$ cat src/include/rv32_ctrl_consts.svh
`ifndef RV32_CTRL_CONSTS_SVH
`define RV32_CTRL_CONSTS_SVH

// RV32I base opcodes
`define RV_OP_LUI     7'b0110111
`define RV_OP_AUIPC   7'b0010111
`define RV_OP_JAL     7'b1101111
`define RV_OP_JALR    7'b1100111
`define RV_OP_BR      7'b1100011
`define RV_OP_LOAD    7'b0000011
`define RV_OP_STORE   7'b0100011
`define RV_OP_IMM     7'b0010011
`define RV_OP_REG     7'b0110011
`define RV_OP_NONE    7'b0000000

// Load and store widths
`define RV_F3_BYTE    3'b000
`define RV_F3_HALF    3'b001
`define RV_F3_WORD    3'b010
`define RV_F3_BYTE_U  3'b100
`define RV_F3_HALF_U  3'b101

// Register and immediate ALU ops
`define RV_F3_ADD     3'b000
`define RV_F3_SLL     3'b001
`define RV_F3_SLT     3'b010
`define RV_F3_SLTU    3'b011
`define RV_F3_XOR     3'b100
`define RV_F3_SR      3'b101
`define RV_F3_OR      3'b110
`define RV_F3_AND     3'b111

`define RV_REG_W      5
`define RV_BE_W       4

`endif

$ cat src/rtl/rv32_ctrl_pkg.sv
`include "rv32_ctrl_consts.svh"

package rv32_ctrl_pkg;

    typedef enum logic [6:0] {
        op_lui   = `RV_OP_LUI,
        op_auipc = `RV_OP_AUIPC,
        op_jal   = `RV_OP_JAL,
        op_jalr  = `RV_OP_JALR,
        op_br    = `RV_OP_BR,
        op_load  = `RV_OP_LOAD,
        op_store = `RV_OP_STORE,
        op_imm   = `RV_OP_IMM,
        op_reg   = `RV_OP_REG,
        op_none  = `RV_OP_NONE
    } opcode_t;

    typedef enum logic [2:0] {
        alu_add = 3'b000,
        alu_sll = 3'b001,
        alu_sra = 3'b010,
        alu_sub = 3'b011,
        alu_xor = 3'b100,
        alu_srl = 3'b101,
        alu_or  = 3'b110,
        alu_and = 3'b111
    } alu_op_t;

    typedef enum logic [2:0] {
        beq  = 3'b000,
        bne  = 3'b001,
        blt  = 3'b100,
        bge  = 3'b101,
        bltu = 3'b110,
        bgeu = 3'b111
    } branch_funct3_t;

    typedef enum logic {
        alumux1_rs1 = 1'b0,
        alumux1_pc  = 1'b1
    } alumux1_sel_t;

    typedef enum logic [2:0] {
        alumux2_i_imm = 3'd0,
        alumux2_u_imm = 3'd1,
        alumux2_b_imm = 3'd2,
        alumux2_s_imm = 3'd3,
        alumux2_j_imm = 3'd4,
        alumux2_rs2   = 3'd5
    } alumux2_sel_t;

    typedef enum logic {
        cmpmux_rs2   = 1'b0,
        cmpmux_i_imm = 1'b1
    } cmpmux_sel_t;

    typedef enum logic [1:0] {
        pc_plus4       = 2'd0,
        pcmux_alu_out  = 2'd1,
        pcmux_alu_mod2 = 2'd2
    } pcmux_sel_t;

    typedef enum logic [3:0] {
        regfilemux_alu_out  = 4'd0,
        regfilemux_br_en    = 4'd1,
        regfilemux_u_imm    = 4'd2,
        regfilemux_lw       = 4'd3,
        regfilemux_pc_plus4 = 4'd4,
        regfilemux_lb       = 4'd5,
        regfilemux_lbu      = 4'd6,
        regfilemux_lh       = 4'd7,
        regfilemux_lhu      = 4'd8
    } regfilemux_sel_t;

    typedef struct packed {
        logic [6:0]           funct7;
        logic [`RV_REG_W-1:0] rs2;
        logic [`RV_REG_W-1:0] rs1;
        logic [2:0]           funct3;
        logic [`RV_REG_W-1:0] rd;
        logic [6:0]           opcode;
    } r_fmt_t;

    typedef struct packed {
        logic [11:0]          imm_11_0;
        logic [`RV_REG_W-1:0] rs1;
        logic [2:0]           funct3;
        logic [`RV_REG_W-1:0] rd;
        logic [6:0]           opcode;
    } i_fmt_t;

    typedef struct packed {
        logic [6:0]           imm_11_5;
        logic [`RV_REG_W-1:0] rs2;
        logic [`RV_REG_W-1:0] rs1;
        logic [2:0]           funct3;
        logic [4:0]           imm_4_0;
        logic [6:0]           opcode;
    } s_fmt_t;

    typedef struct packed {
        logic                 imm_12;
        logic [5:0]           imm_10_5;
        logic [`RV_REG_W-1:0] rs2;
        logic [`RV_REG_W-1:0] rs1;
        logic [2:0]           funct3;
        logic [3:0]           imm_4_1;
        logic                 imm_11;
        logic [6:0]           opcode;
    } b_fmt_t;

    // One instruction word, four ways to read it
    typedef union packed {
        r_fmt_t r;
        i_fmt_t i;
        s_fmt_t s;
        b_fmt_t b;
    } instr_word_u;

    typedef struct packed {
        opcode_t              opcode;
        alumux1_sel_t         alumux1_sel;
        alumux2_sel_t         alumux2_sel;
        cmpmux_sel_t          cmpmux_sel;
        alu_op_t              alu_op;
        branch_funct3_t       cmp_op;
        pcmux_sel_t           pcmux_sel;
        logic                 d_read;
        logic                 d_write;
        logic [`RV_BE_W-1:0]  d_byte_enable;
        regfilemux_sel_t      regfilemux_sel;
        logic                 regfile_wb;
        logic [`RV_REG_W-1:0] regfile_rd;
    } ctrl_word_t;

    parameter ctrl_word_t CTRL_BUBBLE = '{
        opcode:         op_none,
        alumux1_sel:    alumux1_rs1,
        alumux2_sel:    alumux2_i_imm,
        cmpmux_sel:     cmpmux_rs2,
        alu_op:         alu_add,
        cmp_op:         beq,
        pcmux_sel:      pc_plus4,
        d_read:         1'b0,
        d_write:        1'b0,
        d_byte_enable:  '0,
        regfilemux_sel: regfilemux_alu_out,
        regfile_wb:     1'b0,
        regfile_rd:     '0
    };

endpackage

$ cat src/rtl/ctrl_decoder.sv
`include "rv32_ctrl_consts.svh"

module ctrl_decoder (
    input  rv32_ctrl_pkg::instr_word_u instr,
    output rv32_ctrl_pkg::ctrl_word_t  ctrl
);

    // Access width from funct3, zero for an unknown width
    function automatic logic [`RV_BE_W-1:0] be_from_funct3(input logic [2:0] f3);
        case (f3)
            `RV_F3_BYTE, `RV_F3_BYTE_U: be_from_funct3 = 4'b0001;
            `RV_F3_HALF, `RV_F3_HALF_U: be_from_funct3 = 4'b0011;
            `RV_F3_WORD:                be_from_funct3 = 4'b1111;
            default:                    be_from_funct3 = 4'b0000;
        endcase
    endfunction

    always_comb begin
        ctrl = rv32_ctrl_pkg::CTRL_BUBBLE;
        case (instr.r.opcode)
            `RV_OP_LUI: begin
                ctrl.opcode         = rv32_ctrl_pkg::op_lui;
                ctrl.regfilemux_sel = rv32_ctrl_pkg::regfilemux_u_imm;
                ctrl.regfile_wb     = 1'b1;
                ctrl.regfile_rd     = instr.r.rd;
            end
            `RV_OP_AUIPC: begin
                ctrl.opcode      = rv32_ctrl_pkg::op_auipc;
                ctrl.alumux1_sel = rv32_ctrl_pkg::alumux1_pc;
                ctrl.alumux2_sel = rv32_ctrl_pkg::alumux2_u_imm;
                ctrl.regfile_wb  = 1'b1;
                ctrl.regfile_rd  = instr.r.rd;
            end
            `RV_OP_JAL: begin
                ctrl.opcode         = rv32_ctrl_pkg::op_jal;
                ctrl.alumux1_sel    = rv32_ctrl_pkg::alumux1_pc;
                ctrl.alumux2_sel    = rv32_ctrl_pkg::alumux2_j_imm;
                ctrl.pcmux_sel      = rv32_ctrl_pkg::pcmux_alu_out;
                ctrl.regfilemux_sel = rv32_ctrl_pkg::regfilemux_pc_plus4;
                ctrl.regfile_wb     = 1'b1;
                ctrl.regfile_rd     = instr.r.rd;
            end
            `RV_OP_JALR: begin
                ctrl.opcode         = rv32_ctrl_pkg::op_jalr;
                ctrl.pcmux_sel      = rv32_ctrl_pkg::pcmux_alu_mod2;
                ctrl.regfilemux_sel = rv32_ctrl_pkg::regfilemux_pc_plus4;
                ctrl.regfile_wb     = 1'b1;
                ctrl.regfile_rd     = instr.i.rd;
            end
            `RV_OP_BR: begin
                // Target from the ALU, the datapath takes it only on br_en
                ctrl.opcode      = rv32_ctrl_pkg::op_br;
                ctrl.alumux1_sel = rv32_ctrl_pkg::alumux1_pc;
                ctrl.alumux2_sel = rv32_ctrl_pkg::alumux2_b_imm;
                ctrl.cmp_op      = rv32_ctrl_pkg::branch_funct3_t'(instr.b.funct3);
                ctrl.pcmux_sel   = rv32_ctrl_pkg::pcmux_alu_out;
            end
            `RV_OP_LOAD: begin
                ctrl.opcode        = rv32_ctrl_pkg::op_load;
                ctrl.d_read        = 1'b1;
                ctrl.d_byte_enable = be_from_funct3(instr.i.funct3);
                ctrl.regfile_wb    = 1'b1;
                ctrl.regfile_rd    = instr.i.rd;
                case (instr.i.funct3)
                    `RV_F3_BYTE:   ctrl.regfilemux_sel = rv32_ctrl_pkg::regfilemux_lb;
                    `RV_F3_HALF:   ctrl.regfilemux_sel = rv32_ctrl_pkg::regfilemux_lh;
                    `RV_F3_WORD:   ctrl.regfilemux_sel = rv32_ctrl_pkg::regfilemux_lw;
                    `RV_F3_BYTE_U: ctrl.regfilemux_sel = rv32_ctrl_pkg::regfilemux_lbu;
                    `RV_F3_HALF_U: ctrl.regfilemux_sel = rv32_ctrl_pkg::regfilemux_lhu;
                    default:       ctrl = rv32_ctrl_pkg::CTRL_BUBBLE;
                endcase
            end
            `RV_OP_STORE: begin
                ctrl.opcode        = rv32_ctrl_pkg::op_store;
                ctrl.alumux2_sel   = rv32_ctrl_pkg::alumux2_s_imm;
                ctrl.d_write       = 1'b1;
                ctrl.d_byte_enable = be_from_funct3(instr.s.funct3);
                // No unsigned stores
                if (instr.s.funct3[2] || ctrl.d_byte_enable == '0) begin
                    ctrl = rv32_ctrl_pkg::CTRL_BUBBLE;
                end
            end
            `RV_OP_IMM, `RV_OP_REG: begin
                ctrl.regfile_wb = 1'b1;
                ctrl.regfile_rd = instr.r.rd;
                if (instr.r.opcode == `RV_OP_REG) begin
                    ctrl.opcode      = rv32_ctrl_pkg::op_reg;
                    ctrl.alumux2_sel = rv32_ctrl_pkg::alumux2_rs2;
                end else begin
                    ctrl.opcode     = rv32_ctrl_pkg::op_imm;
                    ctrl.cmpmux_sel = rv32_ctrl_pkg::cmpmux_i_imm;
                end
                case (instr.r.funct3)
                    `RV_F3_ADD: begin
                        // SUB only exists in register form
                        if (instr.r.opcode == `RV_OP_REG && instr.r.funct7[5]) begin
                            ctrl.alu_op = rv32_ctrl_pkg::alu_sub;
                        end
                    end
                    `RV_F3_SLL: ctrl.alu_op = rv32_ctrl_pkg::alu_sll;
                    `RV_F3_SLT: begin
                        ctrl.cmp_op         = rv32_ctrl_pkg::blt;
                        ctrl.regfilemux_sel = rv32_ctrl_pkg::regfilemux_br_en;
                    end
                    `RV_F3_SLTU: begin
                        ctrl.cmp_op         = rv32_ctrl_pkg::bltu;
                        ctrl.regfilemux_sel = rv32_ctrl_pkg::regfilemux_br_en;
                    end
                    `RV_F3_XOR: ctrl.alu_op = rv32_ctrl_pkg::alu_xor;
                    `RV_F3_SR: begin
                        if (instr.r.funct7[5]) begin
                            ctrl.alu_op = rv32_ctrl_pkg::alu_sra;
                        end else begin
                            ctrl.alu_op = rv32_ctrl_pkg::alu_srl;
                        end
                    end
                    `RV_F3_OR:  ctrl.alu_op = rv32_ctrl_pkg::alu_or;
                    `RV_F3_AND: ctrl.alu_op = rv32_ctrl_pkg::alu_and;
                endcase
            end
            default: ctrl = rv32_ctrl_pkg::CTRL_BUBBLE;
        endcase
    end

endmodule

$ cat src/rtl/ctrl_word_pipe.sv
module ctrl_word_pipe (
    input  logic                      clk,
    input  logic                      rst,
    input  logic                      stall,
    input  logic                      redirect,
    input  rv32_ctrl_pkg::ctrl_word_t new_word,
    output rv32_ctrl_pkg::ctrl_word_t if_id,
    output rv32_ctrl_pkg::ctrl_word_t id_ex,
    output rv32_ctrl_pkg::ctrl_word_t ex_mem,
    output rv32_ctrl_pkg::ctrl_word_t mem_wb
);

    rv32_ctrl_pkg::ctrl_word_t if_id_next;
    rv32_ctrl_pkg::ctrl_word_t id_ex_next;

    // A taken branch kills the two words fetched behind it
    always_comb begin
        if (redirect) begin
            if_id_next = rv32_ctrl_pkg::CTRL_BUBBLE;
            id_ex_next = rv32_ctrl_pkg::CTRL_BUBBLE;
        end else begin
            if_id_next = new_word;
            id_ex_next = if_id;
        end
    end

    always_ff @(posedge clk) begin
        if (rst) begin
            if_id  <= rv32_ctrl_pkg::CTRL_BUBBLE;
            id_ex  <= rv32_ctrl_pkg::CTRL_BUBBLE;
            ex_mem <= rv32_ctrl_pkg::CTRL_BUBBLE;
            mem_wb <= rv32_ctrl_pkg::CTRL_BUBBLE;
        end else if (!stall) begin
            if_id  <= if_id_next;
            id_ex  <= id_ex_next;
            ex_mem <= id_ex;
            mem_wb <= ex_mem;
        end
    end

endmodule

$ cat src/rtl/dmem_wb_master.sv
module dmem_wb_master (
    input  logic                      clk,
    input  logic                      rst,
    input  rv32_ctrl_pkg::ctrl_word_t ex_mem,
    input  logic [31:0]               mem_addr,
    input  logic [31:0]               mem_wdata,
    output logic                      wb_cyc,
    output logic                      wb_stb,
    output logic                      wb_we,
    output logic [3:0]                wb_sel,
    output logic [31:0]               wb_adr,
    output logic [31:0]               wb_dat_o,
    input  logic [31:0]               wb_dat_i,
    input  logic                      wb_ack,
    output logic                      mem_busy,
    output logic [31:0]               mem_rdata,
    output logic                      mem_rdata_valid
);

    rv32_ctrl_pkg::ctrl_word_t ex_mem_q;
    logic                      pending;
    logic                      word_changed;
    logic                      done;
    logic                      done_eff;

    assign pending      = ex_mem.d_read | ex_mem.d_write;
    assign word_changed = (ex_mem != ex_mem_q);
    // Old done flag belongs to the previous word
    assign done_eff     = done & ~word_changed;

    assign wb_cyc   = pending & ~done_eff;
    assign wb_stb   = wb_cyc;
    assign wb_we    = ex_mem.d_write;
    assign wb_sel   = ex_mem.d_byte_enable;
    assign wb_adr   = mem_addr;
    assign wb_dat_o = mem_wdata;

    assign mem_busy = wb_cyc & ~wb_ack;

    always_ff @(posedge clk) begin
        if (rst) begin
            ex_mem_q        <= rv32_ctrl_pkg::CTRL_BUBBLE;
            done            <= 1'b0;
            mem_rdata_valid <= 1'b0;
        end else begin
            ex_mem_q        <= ex_mem;
            done            <= done_eff | (wb_cyc & wb_ack);
            mem_rdata_valid <= wb_cyc & wb_ack & ex_mem.d_read;
        end
    end

    always_ff @(posedge clk) begin
        if (wb_cyc && wb_ack && ex_mem.d_read) begin
            mem_rdata <= wb_dat_i;
        end
    end

endmodule

$ cat src/rtl/ctrl_path_top.sv
`include "rv32_ctrl_consts.svh"

module ctrl_path_top (
    input  logic                           clk,
    input  logic                           rst,
    input  rv32_ctrl_pkg::instr_word_u     instr,
    input  logic                           instr_valid,
    input  logic                           redirect,
    input  logic [31:0]                    mem_addr,
    input  logic [31:0]                    mem_wdata,

    // IF/ID
    output rv32_ctrl_pkg::cmpmux_sel_t     cmpmux_sel,
    output rv32_ctrl_pkg::alumux1_sel_t    alumux1_sel,
    output rv32_ctrl_pkg::alumux2_sel_t    alumux2_sel,
    // ID/EX
    output rv32_ctrl_pkg::alu_op_t         alu_op,
    output rv32_ctrl_pkg::branch_funct3_t  cmp_op,
    output rv32_ctrl_pkg::pcmux_sel_t      pcmux_sel,
    // EX/MEM
    output rv32_ctrl_pkg::regfilemux_sel_t regfilemux_sel,
    // MEM/WB
    output logic                           regfile_wb,
    output logic [`RV_REG_W-1:0]           regfile_rd,

    output logic                           stall,
    output logic [31:0]                    mem_rdata,
    output logic                           mem_rdata_valid,

    output logic                           wb_cyc,
    output logic                           wb_stb,
    output logic                           wb_we,
    output logic [`RV_BE_W-1:0]            wb_sel,
    output logic [31:0]                    wb_adr,
    output logic [31:0]                    wb_dat_o,
    input  logic [31:0]                    wb_dat_i,
    input  logic                           wb_ack
);

    rv32_ctrl_pkg::ctrl_word_t new_word;
    rv32_ctrl_pkg::ctrl_word_t if_id;
    rv32_ctrl_pkg::ctrl_word_t id_ex;
    rv32_ctrl_pkg::ctrl_word_t ex_mem;
    rv32_ctrl_pkg::ctrl_word_t mem_wb;
    logic                      mem_busy;

    assign stall = ~instr_valid | mem_busy;

    assign cmpmux_sel     = if_id.cmpmux_sel;
    assign alumux1_sel    = if_id.alumux1_sel;
    assign alumux2_sel    = if_id.alumux2_sel;
    assign alu_op         = id_ex.alu_op;
    assign cmp_op         = id_ex.cmp_op;
    assign pcmux_sel      = id_ex.pcmux_sel;
    assign regfilemux_sel = ex_mem.regfilemux_sel;
    assign regfile_wb     = mem_wb.regfile_wb;
    assign regfile_rd     = mem_wb.regfile_rd;

    ctrl_decoder u_decoder (
        .instr (instr),
        .ctrl  (new_word)
    );

    ctrl_word_pipe u_pipe (
        .clk      (clk),
        .rst      (rst),
        .stall    (stall),
        .redirect (redirect),
        .new_word (new_word),
        .if_id    (if_id),
        .id_ex    (id_ex),
        .ex_mem   (ex_mem),
        .mem_wb   (mem_wb)
    );

    dmem_wb_master u_dmem (
        .clk             (clk),
        .rst             (rst),
        .ex_mem          (ex_mem),
        .mem_addr        (mem_addr),
        .mem_wdata       (mem_wdata),
        .wb_cyc          (wb_cyc),
        .wb_stb          (wb_stb),
        .wb_we           (wb_we),
        .wb_sel          (wb_sel),
        .wb_adr          (wb_adr),
        .wb_dat_o        (wb_dat_o),
        .wb_dat_i        (wb_dat_i),
        .wb_ack          (wb_ack),
        .mem_busy        (mem_busy),
        .mem_rdata       (mem_rdata),
        .mem_rdata_valid (mem_rdata_valid)
    );

endmodule

$ cat config.mk
export PLATFORM = sky130hd
export DESIGN_NAME = ctrl_path_top
export DESIGN_NICKNAME = d
export VERILOG_FILES = /design/src/rtl/rv32_ctrl_pkg.sv /design/src/rtl/ctrl_decoder.sv /design/src/rtl/ctrl_word_pipe.sv /design/src/rtl/dmem_wb_master.sv /design/src/rtl/ctrl_path_top.sv
export VERILOG_INCLUDE_DIRS = /design/src /design/src/include
export SDC_FILE = /design/constraint.sdc
export NUM_CORES = 1
export LEC_CHECK = 0
export ABC_AREA = 1
export BUFFER_PORTS_ARGS = -buffer_cell sky130_fd_sc_hd__buf_2
export CORE_ASPECT_RATIO = 1.2
export CORE_MARGIN = 2
export CORE_UTILIZATION = 40
export DETAILED_ROUTE_END_ITERATION = 6
export GPL_TIMING_DRIVEN = 1
export PLACE_DENSITY_LB_ADDON = 0.05
export SLEW_MARGIN = 20
export SYNTH_ARGS = -nofsm -noshare
export SYNTH_HDL_FRONTEND = slang
export SYNTH_SLANG_ARGS = --single-unit
$ cat constraint.sdc
create_clock -name clk -period 3.9 [get_ports clk]
set_input_delay 0.78 -clock clk [delete_from_list [all_inputs] [get_ports clk]]
set_output_delay 0.78 -clock clk [all_outputs]
set_load 0.01 [all_outputs]
==> out/metrics.csv, run 1 <==
metric,value,unit
fill_cells,2206,
viasPerCell,4.66,
clk_latency,420,ps
drtIter0Drc,400,
drcViolationCount,0,
synth_seq_cells,176,
grt_overflow,0,
clock-root-buffer,clkbuf_16,
crit_required,3120,ps
cts_tree,done,
clockBufferDepth,2,
totalWireLength,18600,um
grt_pass1_vias,5955,
seqCellArea,3840,um2
yosys_warnings,0,
cts.htree.levels,4,
postCtsHoldBufs,0,
synth_edf_count,32,
multi_input_area,3130,um2
postSynthCellCount,1131,
skew,11.0,ps
place_area,8360,um2
setup_viol,0,
cts_resized,0,
path_class,reg -> out,
drtAntennaViolNets,0,
vdd_ir_drop_max,0.000336,V
ioPinCount,261,
synth_area,8330,um2
crit_fanout,23,
start_util,41.0,%
dr_wl_met2,8450,um
dieArea,22000,um2
finalCriticalPeriod,3090,ps
ys_types,33,
max_cap_violations,0,
yosys.area.top_type_share,34.6,%
worstSetupStartpoint,u_pipe.ex_mem[2]$_SDFFE_PP0N_,
vias,6520,
synth_area_leaders,"dfxtp_1, edfxtp_1, nand2_1, buf_4, nor2_1",
clkTransAtPathRegs,60,ps
cp.arrival,2310,ps
fin_crit_sh,79.1,%
final_max_slew_viol_count,0,
syn_nets,1264,
r2r_start,u_pipe.ex_mem[2]$_SDFFE_PP0N_,
place_congestion,0.828,
cellLeakagePower,4.07,nW
syn_area_per_cell,7.37,um2
fin_area,8940,um2
met1_length,8910,um
startpoint_type,register,
yosysSeqAreaShare,46.1,%
die_x,136,um
timing.slew.headroom,43.0,%
status,finished clean,
rows,57,
reg2reg_depth,11,
grt_pass1_wl,30100,um
power_density,476,nW/um2
portBuffers,116,
synth_flop_cell,dfxtp_1,
reg2reg_slack,1380,ps
syn_to_final_growth,7.33,%
layout-drive-gt1-share,14.2,%
dr_wl_met3,971,um
numClockSinks,176,
hold_viol,0,
post_drt_wl_per_cell,13.3,um
reg2reg_to,u_pipe.id_ex[22]$_SDFFE_PP0N_,
max_freq,324,MHz
fp.dieH,162,um
endpoint_kind,output port,
drt_pre_antenna_iters,4,
core,20300,um2
dpl.hpwl,11600,um
worst_pin_slew,855,ps
grtUsageTotal,17.2,%
hold_class,reg -> reg,
antenna_found_initial,0,
diodes,0,
rsz0062_at_grt,no,
cts_buffers,17,
crit_path_end,stall,
async_flop_share,0,%
top_layer,met4,
cts_setup_buffers,0,
yosys.area.top_type,dfxtp_1,
tns,0,ps
final_nets,1255,
grt_max_degree,195,
## flip-flops by register name, summed over array words and instances (netlist names)
signal                  cells
u_pipe.if_id               34
u_pipe.mem_wb               6
u_dmem.done                 1
u_pipe.id_ex               34
u_dmem.mem_rdata           32
u_dmem.mem_rdata_valid      1
u_dmem.ex_mem_q            34
u_pipe.ex_mem              34
## layout by cell type, fill, tap and decap left out, types with 2 or more instances in the layout
master / n
clkinv_4: 2
clkbuf_16: 18
nand4_1: 2
nand3_1: 82
inv_6: 2
nor2_2: 3
xnor2_1: 7
clkinv_2: 3
a21oi_1: 100
buf_12: 3
nor3_1: 9
buf_2: 115
buf_4: 3
inv_1: 100
nand3b_1: 30
o21ai_0: 14
clkinvlp_4: 4
dfxtp_1: 144
nand2_1: 249
edfxtp_1: 32
xor2_1: 4
a31oi_1: 4
nor2_1: 187
## where the power goes
group | switching [mW] | leakage [nW] | internal, mW
clock | 0.720 | 0.275 | 0.946
combinational | 0.349 | 2.33 | 0.211
sequential | 0.0649 | 1.47 | 1.96
total | 1.13 | 4.07 | 3.12
## layout make-up
cell class	count	share of cell area [%]
Sequential cell	176	43.0
Multi-Input combinational cell	702	35.0
Timing Repair Buffer	122	7.49
Clock buffer	21	5.32
Inverter	103	4.34
Tap cell	265	3.71
Clock inverter	11	1.18
## worst max-delay path: stages (launching register included)
cell and delay, ps:
dfxtp_1 330, xnor2_1 290, nand2_1 90, nor2_1 110
nand2_1 100, nor2_1 130, nand3_1 140, nand3_4 120
nand2_2 310, buf_2 270
## synth_stat cells (2+ instances only)
| cell type | n |
|---|---|
| inv_2 | 2 |
| inv_1 | 100 |
| buf_1 | 9 |
| nand3_1 | 82 |
| nor2_2 | 2 |
| a21oi_1 | 100 |
| buf_2 | 5 |
| nand3b_1 | 30 |
| buf_6 | 8 |
| clkbuf_1 | 34 |
| edfxtp_1 | 32 |
| nor3_1 | 9 |
| xnor2_1 | 7 |
| nand4_1 | 2 |
| nor2_1 | 188 |
| dfxtp_1 | 144 |
| nand2_1 | 249 |
| a31oi_1 | 4 |
| o21ai_0 | 14 |
| xor2_1 | 4 |
| buf_4 | 94 |
## layer usage
layer / GRT usage [%] / vias up
met4: 5.54 / 0
met5: 0 / -
met3: 4.03 / 24
met2: 27.8 / 150
li1: - / 3454
met1: 22.7 / 2892
## per-stage QoR
step / cells / power [mW] / setup WS (ps) / hold slack (ps) / utilization, %
final: 1400 / 4.25 / 814 / 450 / 44.0
after global routing: 1400 / 4.49 / 613 / 466 / 44.0
after CTS: 1400 / 4.32 / 723 / 452 / 44.0
after detailed placement: 1368 / 2.64 / 1190 / 439 / 41.1
after global placement: 1368 / 2.63 / 1220 / 437 / 41.1
after floorplan: 1131 / 2.58 / 886 / 428 / -
## cell families (layout without fill, tap and decap cells)
kind of cell / after synthesis / after routing / share of synthesized area [%]
AND/OR/NAND/NOR: 567 / 567 / 28.6
AO/OA/AOI/OAI: 124 / 124 / 7.66
XOR/XNOR: 11 / 11 / 1.16
flip-flops: 176 / 176 / 46.1
buffers and inverters: 253 / 257 / 16.4
## how the worst min path moves through the flow
stage,start,endpoint,slack (ps),cells after the start
6_report,u_pipe.ex_mem[21]$_SDFFE_PP0N_,u_dmem.ex_mem_q[21]$_SDFF_PP0_,450,2
5_1_grt,u_pipe.ex_mem[19]$_SDFFE_PP0N_,u_dmem.ex_mem_q[19]$_SDFF_PP0_,470,2
4_1_cts,u_pipe.ex_mem[21]$_SDFFE_PP0N_,u_dmem.ex_mem_q[21]$_SDFF_PP0_,450,2
3_5_place_dp,u_pipe.ex_mem[21]$_SDFFE_PP0N_,u_dmem.ex_mem_q[21]$_SDFF_PP0_,440,2
3_3_place_gp,u_pipe.ex_mem[21]$_SDFFE_PP0N_,u_dmem.ex_mem_q[21]$_SDFF_PP0_,440,2
2_1_floorplan,u_pipe.ex_mem[19]$_SDFFE_PP0N_,u_dmem.ex_mem_q[19]$_SDFF_PP0_,430,2
(Power assumes the default switching activity.)
==> inputs of run 2 (changes only) <==
- clock period: 3.9 -> 2.6 ns (I/O delays scaled with it)
==> out/metrics.csv, run 2 (synthesis gave the netlist of run 1 again) <==
metric,value,unit
status,finished clean,
path_buf_inv,2,
crit_required,2080,ps
vias,6574,
combPwrFrac,13.6,%
max_cap_violations,0,
endpoint_kind,output port,
crit_path_frequent_cell,nand2_2,
p_int,4.75,mW
cts_buffers,17,
setup_viol,0,
hold_class,in -> reg,
cellLeakagePower,4.18,nW
worstPathCellList,xnor2_1 -> buf_4 -> nand2_1 -> nor2_1 -> nand2_2 -> nor2_4 -> nand3_2 -> nand3_4 -> nand2_2 -> buf_2,
fill_cells,2132,
clock-root-buffer,clkbuf_16,
hold_viol,0,
final_max_slew_viol_count,0,
tns,0,ps
final_cell_mix,"nand2_1, nor2_1, dfxtp_1",
final_core_util,45.0,%
drtIter0Drc,354,
start_util,41.0,%
totalWireLength,18000,um
dpl.hpwl,12100,um
cp_slowest_cell,dfxtp_2,
final_nets,1270,
drt_pre_antenna_iters,4,
p_seq_share,46.9,%
grt_pass1_vias,5872,
sw_frac_of_total,26.7,%
power_density,709,nW/um2
startpoint_type,register,
grt_max_degree,68,
place_congestion,0.872,
fin_crit_sh,92.9,%
post_drt_wl_per_cell,12.7,um
layout_commonest_cell,nand2_1,
syn_to_final_growth,9.67,%
rsz0062_at_grt,no,
antenna_found_initial,0,
max_freq,414,MHz
fp.dieH,162,um
portBuffers,116,
core,20300,um2
grtUsageTotal,16.5,%
die_x,136,um
cts_tree,done,
crit_family,simple AND/OR/NAND/NOR gates,
drcViolationCount,0,
fin_area,9140,um2
clk_latency,430,ps
numClockSinks,176,
layout-drive-gt1-share,15.8,%
timing.slew.headroom,71.5,%
grt_pass1_wl,29200,um
path_class,reg -> out,
p_clk_share,39.5,%
worst_pin_slew,427,ps
hold_ws,266,ps
drtAntennaViolNets,0,
p_sw,1.73,mW
skew,21.3,ps
cp.arrival,1900,ps
finalCriticalPeriod,2420,ps
rows,57,
grt_overflow,0,
viasPerCell,4.65,
ioPinCount,261,
crit_fanout,5,
cts.htree.levels,4,
dieArea,22000,um2
clockBufferDepth,2,
vdd_ir_drop_max,0.000477,V
diodes,0,
clkTransAtPathRegs,70,ps
place_area,8490,um2
max_stage_delay,350,ps
[run 2: changes by cell type in the layout (fill, tap and decap cells not counted), sizes merged]
cell / delta
buf: +15
bufinv: +1
inv: +4
clkbuf: -3
clkinvlp: -2
[run 2: area by class of cell]
type	count	area, um2	area share (%)
Inverter	103	387	4.23
Timing Repair Buffer	137	832	9.11
Sequential cell	176	3850	42.1
Clock inverter	14	155	1.70
Tap cell	265	332	3.63
Clock buffer	18	439	4.81
Multi-Input combinational cell	702	3150	34.4
[run 2: power by group through the flow]
stage	Combinational [mW]	Sequential [mW]	Clock (mW)
6_report	0.883	3.04	2.56
5_1_grt	1.02	3.06	2.75
4_1_cts	0.886	3.04	2.64
3_5_place_dp	0.883	3.10	0
3_3_place_gp	0.880	3.10	0
2_1_floorplan	0.776	3.09	0
[run 2: worst reg2reg max path, cell delays in order (launching register included)]
cell and delay, ps:
dfxtp_2 350, xnor2_1 110, buf_4 140, nand2_1 50
nor2_1 120, nand2_2 100, nor2_4 120, nand3_2 90
nand3_4 130, buf_4 110, buf_4 340, nand3_1 200
nand2_1 100, nor2_1 40
[run 2: path summary, 6_finish.rpt]
| check | startpoint | to | slack, ps | cells after the start |
|---|---|---|---|---|
| worst max-delay path | u_pipe.ex_mem[2]$_SDFFE_PP0N_ | stall | 180 | 10 |
| worst min-delay path | wb_dat_i[1] | u_dmem.mem_rdata[1]$_DFFE_PP_ | 270 | 1 |
| worst max register to register | u_pipe.ex_mem[2]$_SDFFE_PP0N_ | u_pipe.id_ex[19]$_SDFFE_PP0N_ | 470 | 13 |
| worst min register to register | u_pipe.ex_mem[35]$_SDFFE_PP0N_ | u_dmem.ex_mem_q[35]$_SDFF_PP0_ | 450 | 2 |
[run 2: routing by layer]
| metal | GRT usage, % | vias up | wire (um) |
|---|---|---|---|
| met1 | 21.8 | 2931 | 8720 |
| met2 | 27.0 | 149 | 8390 |
| met4 | 5.40 | 0 | 135 |
| met3 | 3.37 | 12 | 795 |
| met5 | 0 | - | 0 |
| li1 | - | 3482 | - |
[run 2: stage by stage]
stage	instances	power [mW]	setup slack, ps
floorplan	1131	3.86	100
global placement	1379	3.98	406
detailed placement	1379	3.98	420
CTS	1411	6.57	0.254
global route	1415	6.83	1.97
finish	1415	6.48	184
[run 2: timing repair]
item | CTS | global route
hold buffers | 0 | 0
setup buffers | 0 | 4
resized for setup | 0 | 7
endpoints found under the setup margin | 0 | 1
==> inputs of run 3 (changes only) <==
- CAP_MARGIN: default -> 20
- PLACE_DENSITY: default -> 0.68
- PLACE_DENSITY_LB_ADDON: 0.05 -> default
==> out/metrics.csv, run 3 (synthesis gave the netlist of run 1 again) <==
metric,value,unit
status,finished clean,
cts_buffers,17,
total_power,6.23,mW
post_drt_wl_per_cell,12.5,um
startpoint_type,register,
endpoint_kind,output port,
worstPathCellList,xnor2_2 -> nand2_1 -> nor2_1 -> nand2_1 -> nor2_2 -> nand3_2 -> nand3_4 -> nand2_2 -> buf_2,
crit_required,2080,ps
portBuffers,116,
final_cell_mix,"nand2_1, nor2_1, dfxtp_1",
cp.arrival,1900,ps
grtUsageTotal,16.1,%
fin_crit_sh,93.0,%
vdd_ir_drop_max,0.000514,V
drcViolationCount,0,
rsz0062_at_grt,no,
dpl.hpwl,12000,um
place_area,8440,um2
drtIter0Drc,480,
power_density,692,nW/um2
setup_slack,181,ps
final_max_slew_viol_count,0,
grt_pass1_wl,28600,um
r2r_start,u_pipe.ex_mem[23]$_SDFFE_PP0N_,
worstSetupStartpoint,u_pipe.ex_mem[2]$_SDFFE_PP0N_,
worst_pin_slew,473,ps
setup_viol,0,
die_x,136,um
ioPinCount,261,
multi_input_area,3150,um2
antenna_found_initial,0,
fp.dieH,162,um
hold_viol,0,
crit_family,simple AND/OR/NAND/NOR gates,
final_core_util,44.3,%
fill_cells,2108,
crit_path_frequent_cell,nand2_1,
crit_fanout,7,
max_stage_delay,350,ps
cellLeakagePower,4.09,nW
seqCellArea,3850,um2
drt_pre_antenna_iters,5,
clockBufferDepth,2,
clock-root-buffer,clkbuf_16,
dieArea,22000,um2
syn_to_final_growth,7.96,%
viasPerCell,4.68,
drtAntennaViolNets,0,
skew,8.73,ps
max_cap_violations,0,
fin_area,8990,um2
min_from,wb_dat_i[9],
max_freq,413,MHz
path_buf_inv,1,
totalWireLength,17700,um
path_class,reg -> out,
diodes,0,
grt_overflow,0,
clkTransAtPathRegs,70,ps
cts.htree.levels,4,
place_congestion,0.901,
hold_class,in -> reg,
clk_latency,430,ps
vias,6605,
final_nets,1265,
place_ws,412,ps
layout_commonest_cell,nand2_1,
tns,0,ps
cp_slowest_cell,dfxtp_1,
postCtsHoldBufs,0,
start_util,41.0,%
finalCriticalPeriod,2420,ps
cts_tree,done,
rows,57,
grt_max_degree,97,
timing.slew.headroom,68.4,%
core,20300,um2
grt_pass1_vias,6010,
layout-drive-gt1-share,15.4,%
numClockSinks,176,
run 3: cell count changes in the layout (fill, tap and decap cells not counted), moves of 2 or more:
cell,before,now
clkinvlp_4,2,4
bufinv_16,2,0
buf_12,7,3
clkinvlp_2,0,2
clkinv_2,2,0
run 3: worst reg2reg max path, delay by kind of cell, from the launching register on:
kind	cells	cell delay, ps
buffers and inverters	1	210
flip-flops	1	380
XOR/XNOR	1	280
AND/OR/NAND/NOR	5	530
AO/OA/AOI/OAI	1	350
run 3: final timing paths:
| path | slack, ps | cells after the start | end |
|---|---|---|---|
| setup / recovery | 180 | 9 | stall |
| hold / removal | 260 | 1 | u_dmem.mem_rdata[9]$_DFFE_PP_ |
| setup reg to reg | 530 | 8 | u_dmem.mem_rdata[13]$_DFFE_PP_ |
| hold reg to reg | 460 | 2 | u_dmem.ex_mem_q[25]$_SDFF_PP0_ |
run 3: layout make-up:
| type | instances | share of cell area [%] |
|---|---|---|
| clock buffers | 18 | 4.77 |
| well taps | 265 | 3.69 |
| repair buffers | 132 | 8.28 |
| inverters | 103 | 4.30 |
| multi-input cells | 702 | 35.0 |
| clock inverters | 14 | 1.22 |
| flip-flops and latches | 176 | 42.8 |
run 3: repair_timing:
action	4_1_cts	5_1_grt
endpoints found under the setup margin	1	1
resized for setup	1	5
buffers inserted	0	0
run 3: routing by layer:
metal | vias to the layer above | GRT usage, % | part of all wire, % | wire length (um)
met5 | - | 0 | 0 | 0
met2 | 183 | 26.7 | 47 | 8270
met4 | 0 | 5.35 | 1.7 | 293
met3 | 28 | 3.90 | 5.6 | 983
li1 | 3464 | - | - | -
met1 | 2930 | 20.5 | 46 | 8130
run 3: report_power, final:
part	internal [mW]	total (mW)	switching, mW
sequential	2.95	3.04	0.0981
clock	1.23	2.33	1.10
combinational	0.326	0.853	0.527
run 3: stage by stage:
step,hold slack [ps],instances
after floorplan,428,1131
after global placement,439,1378
after detailed placement,440,1378
after CTS,242,1410
after global routing,242,1410
final,262,1410
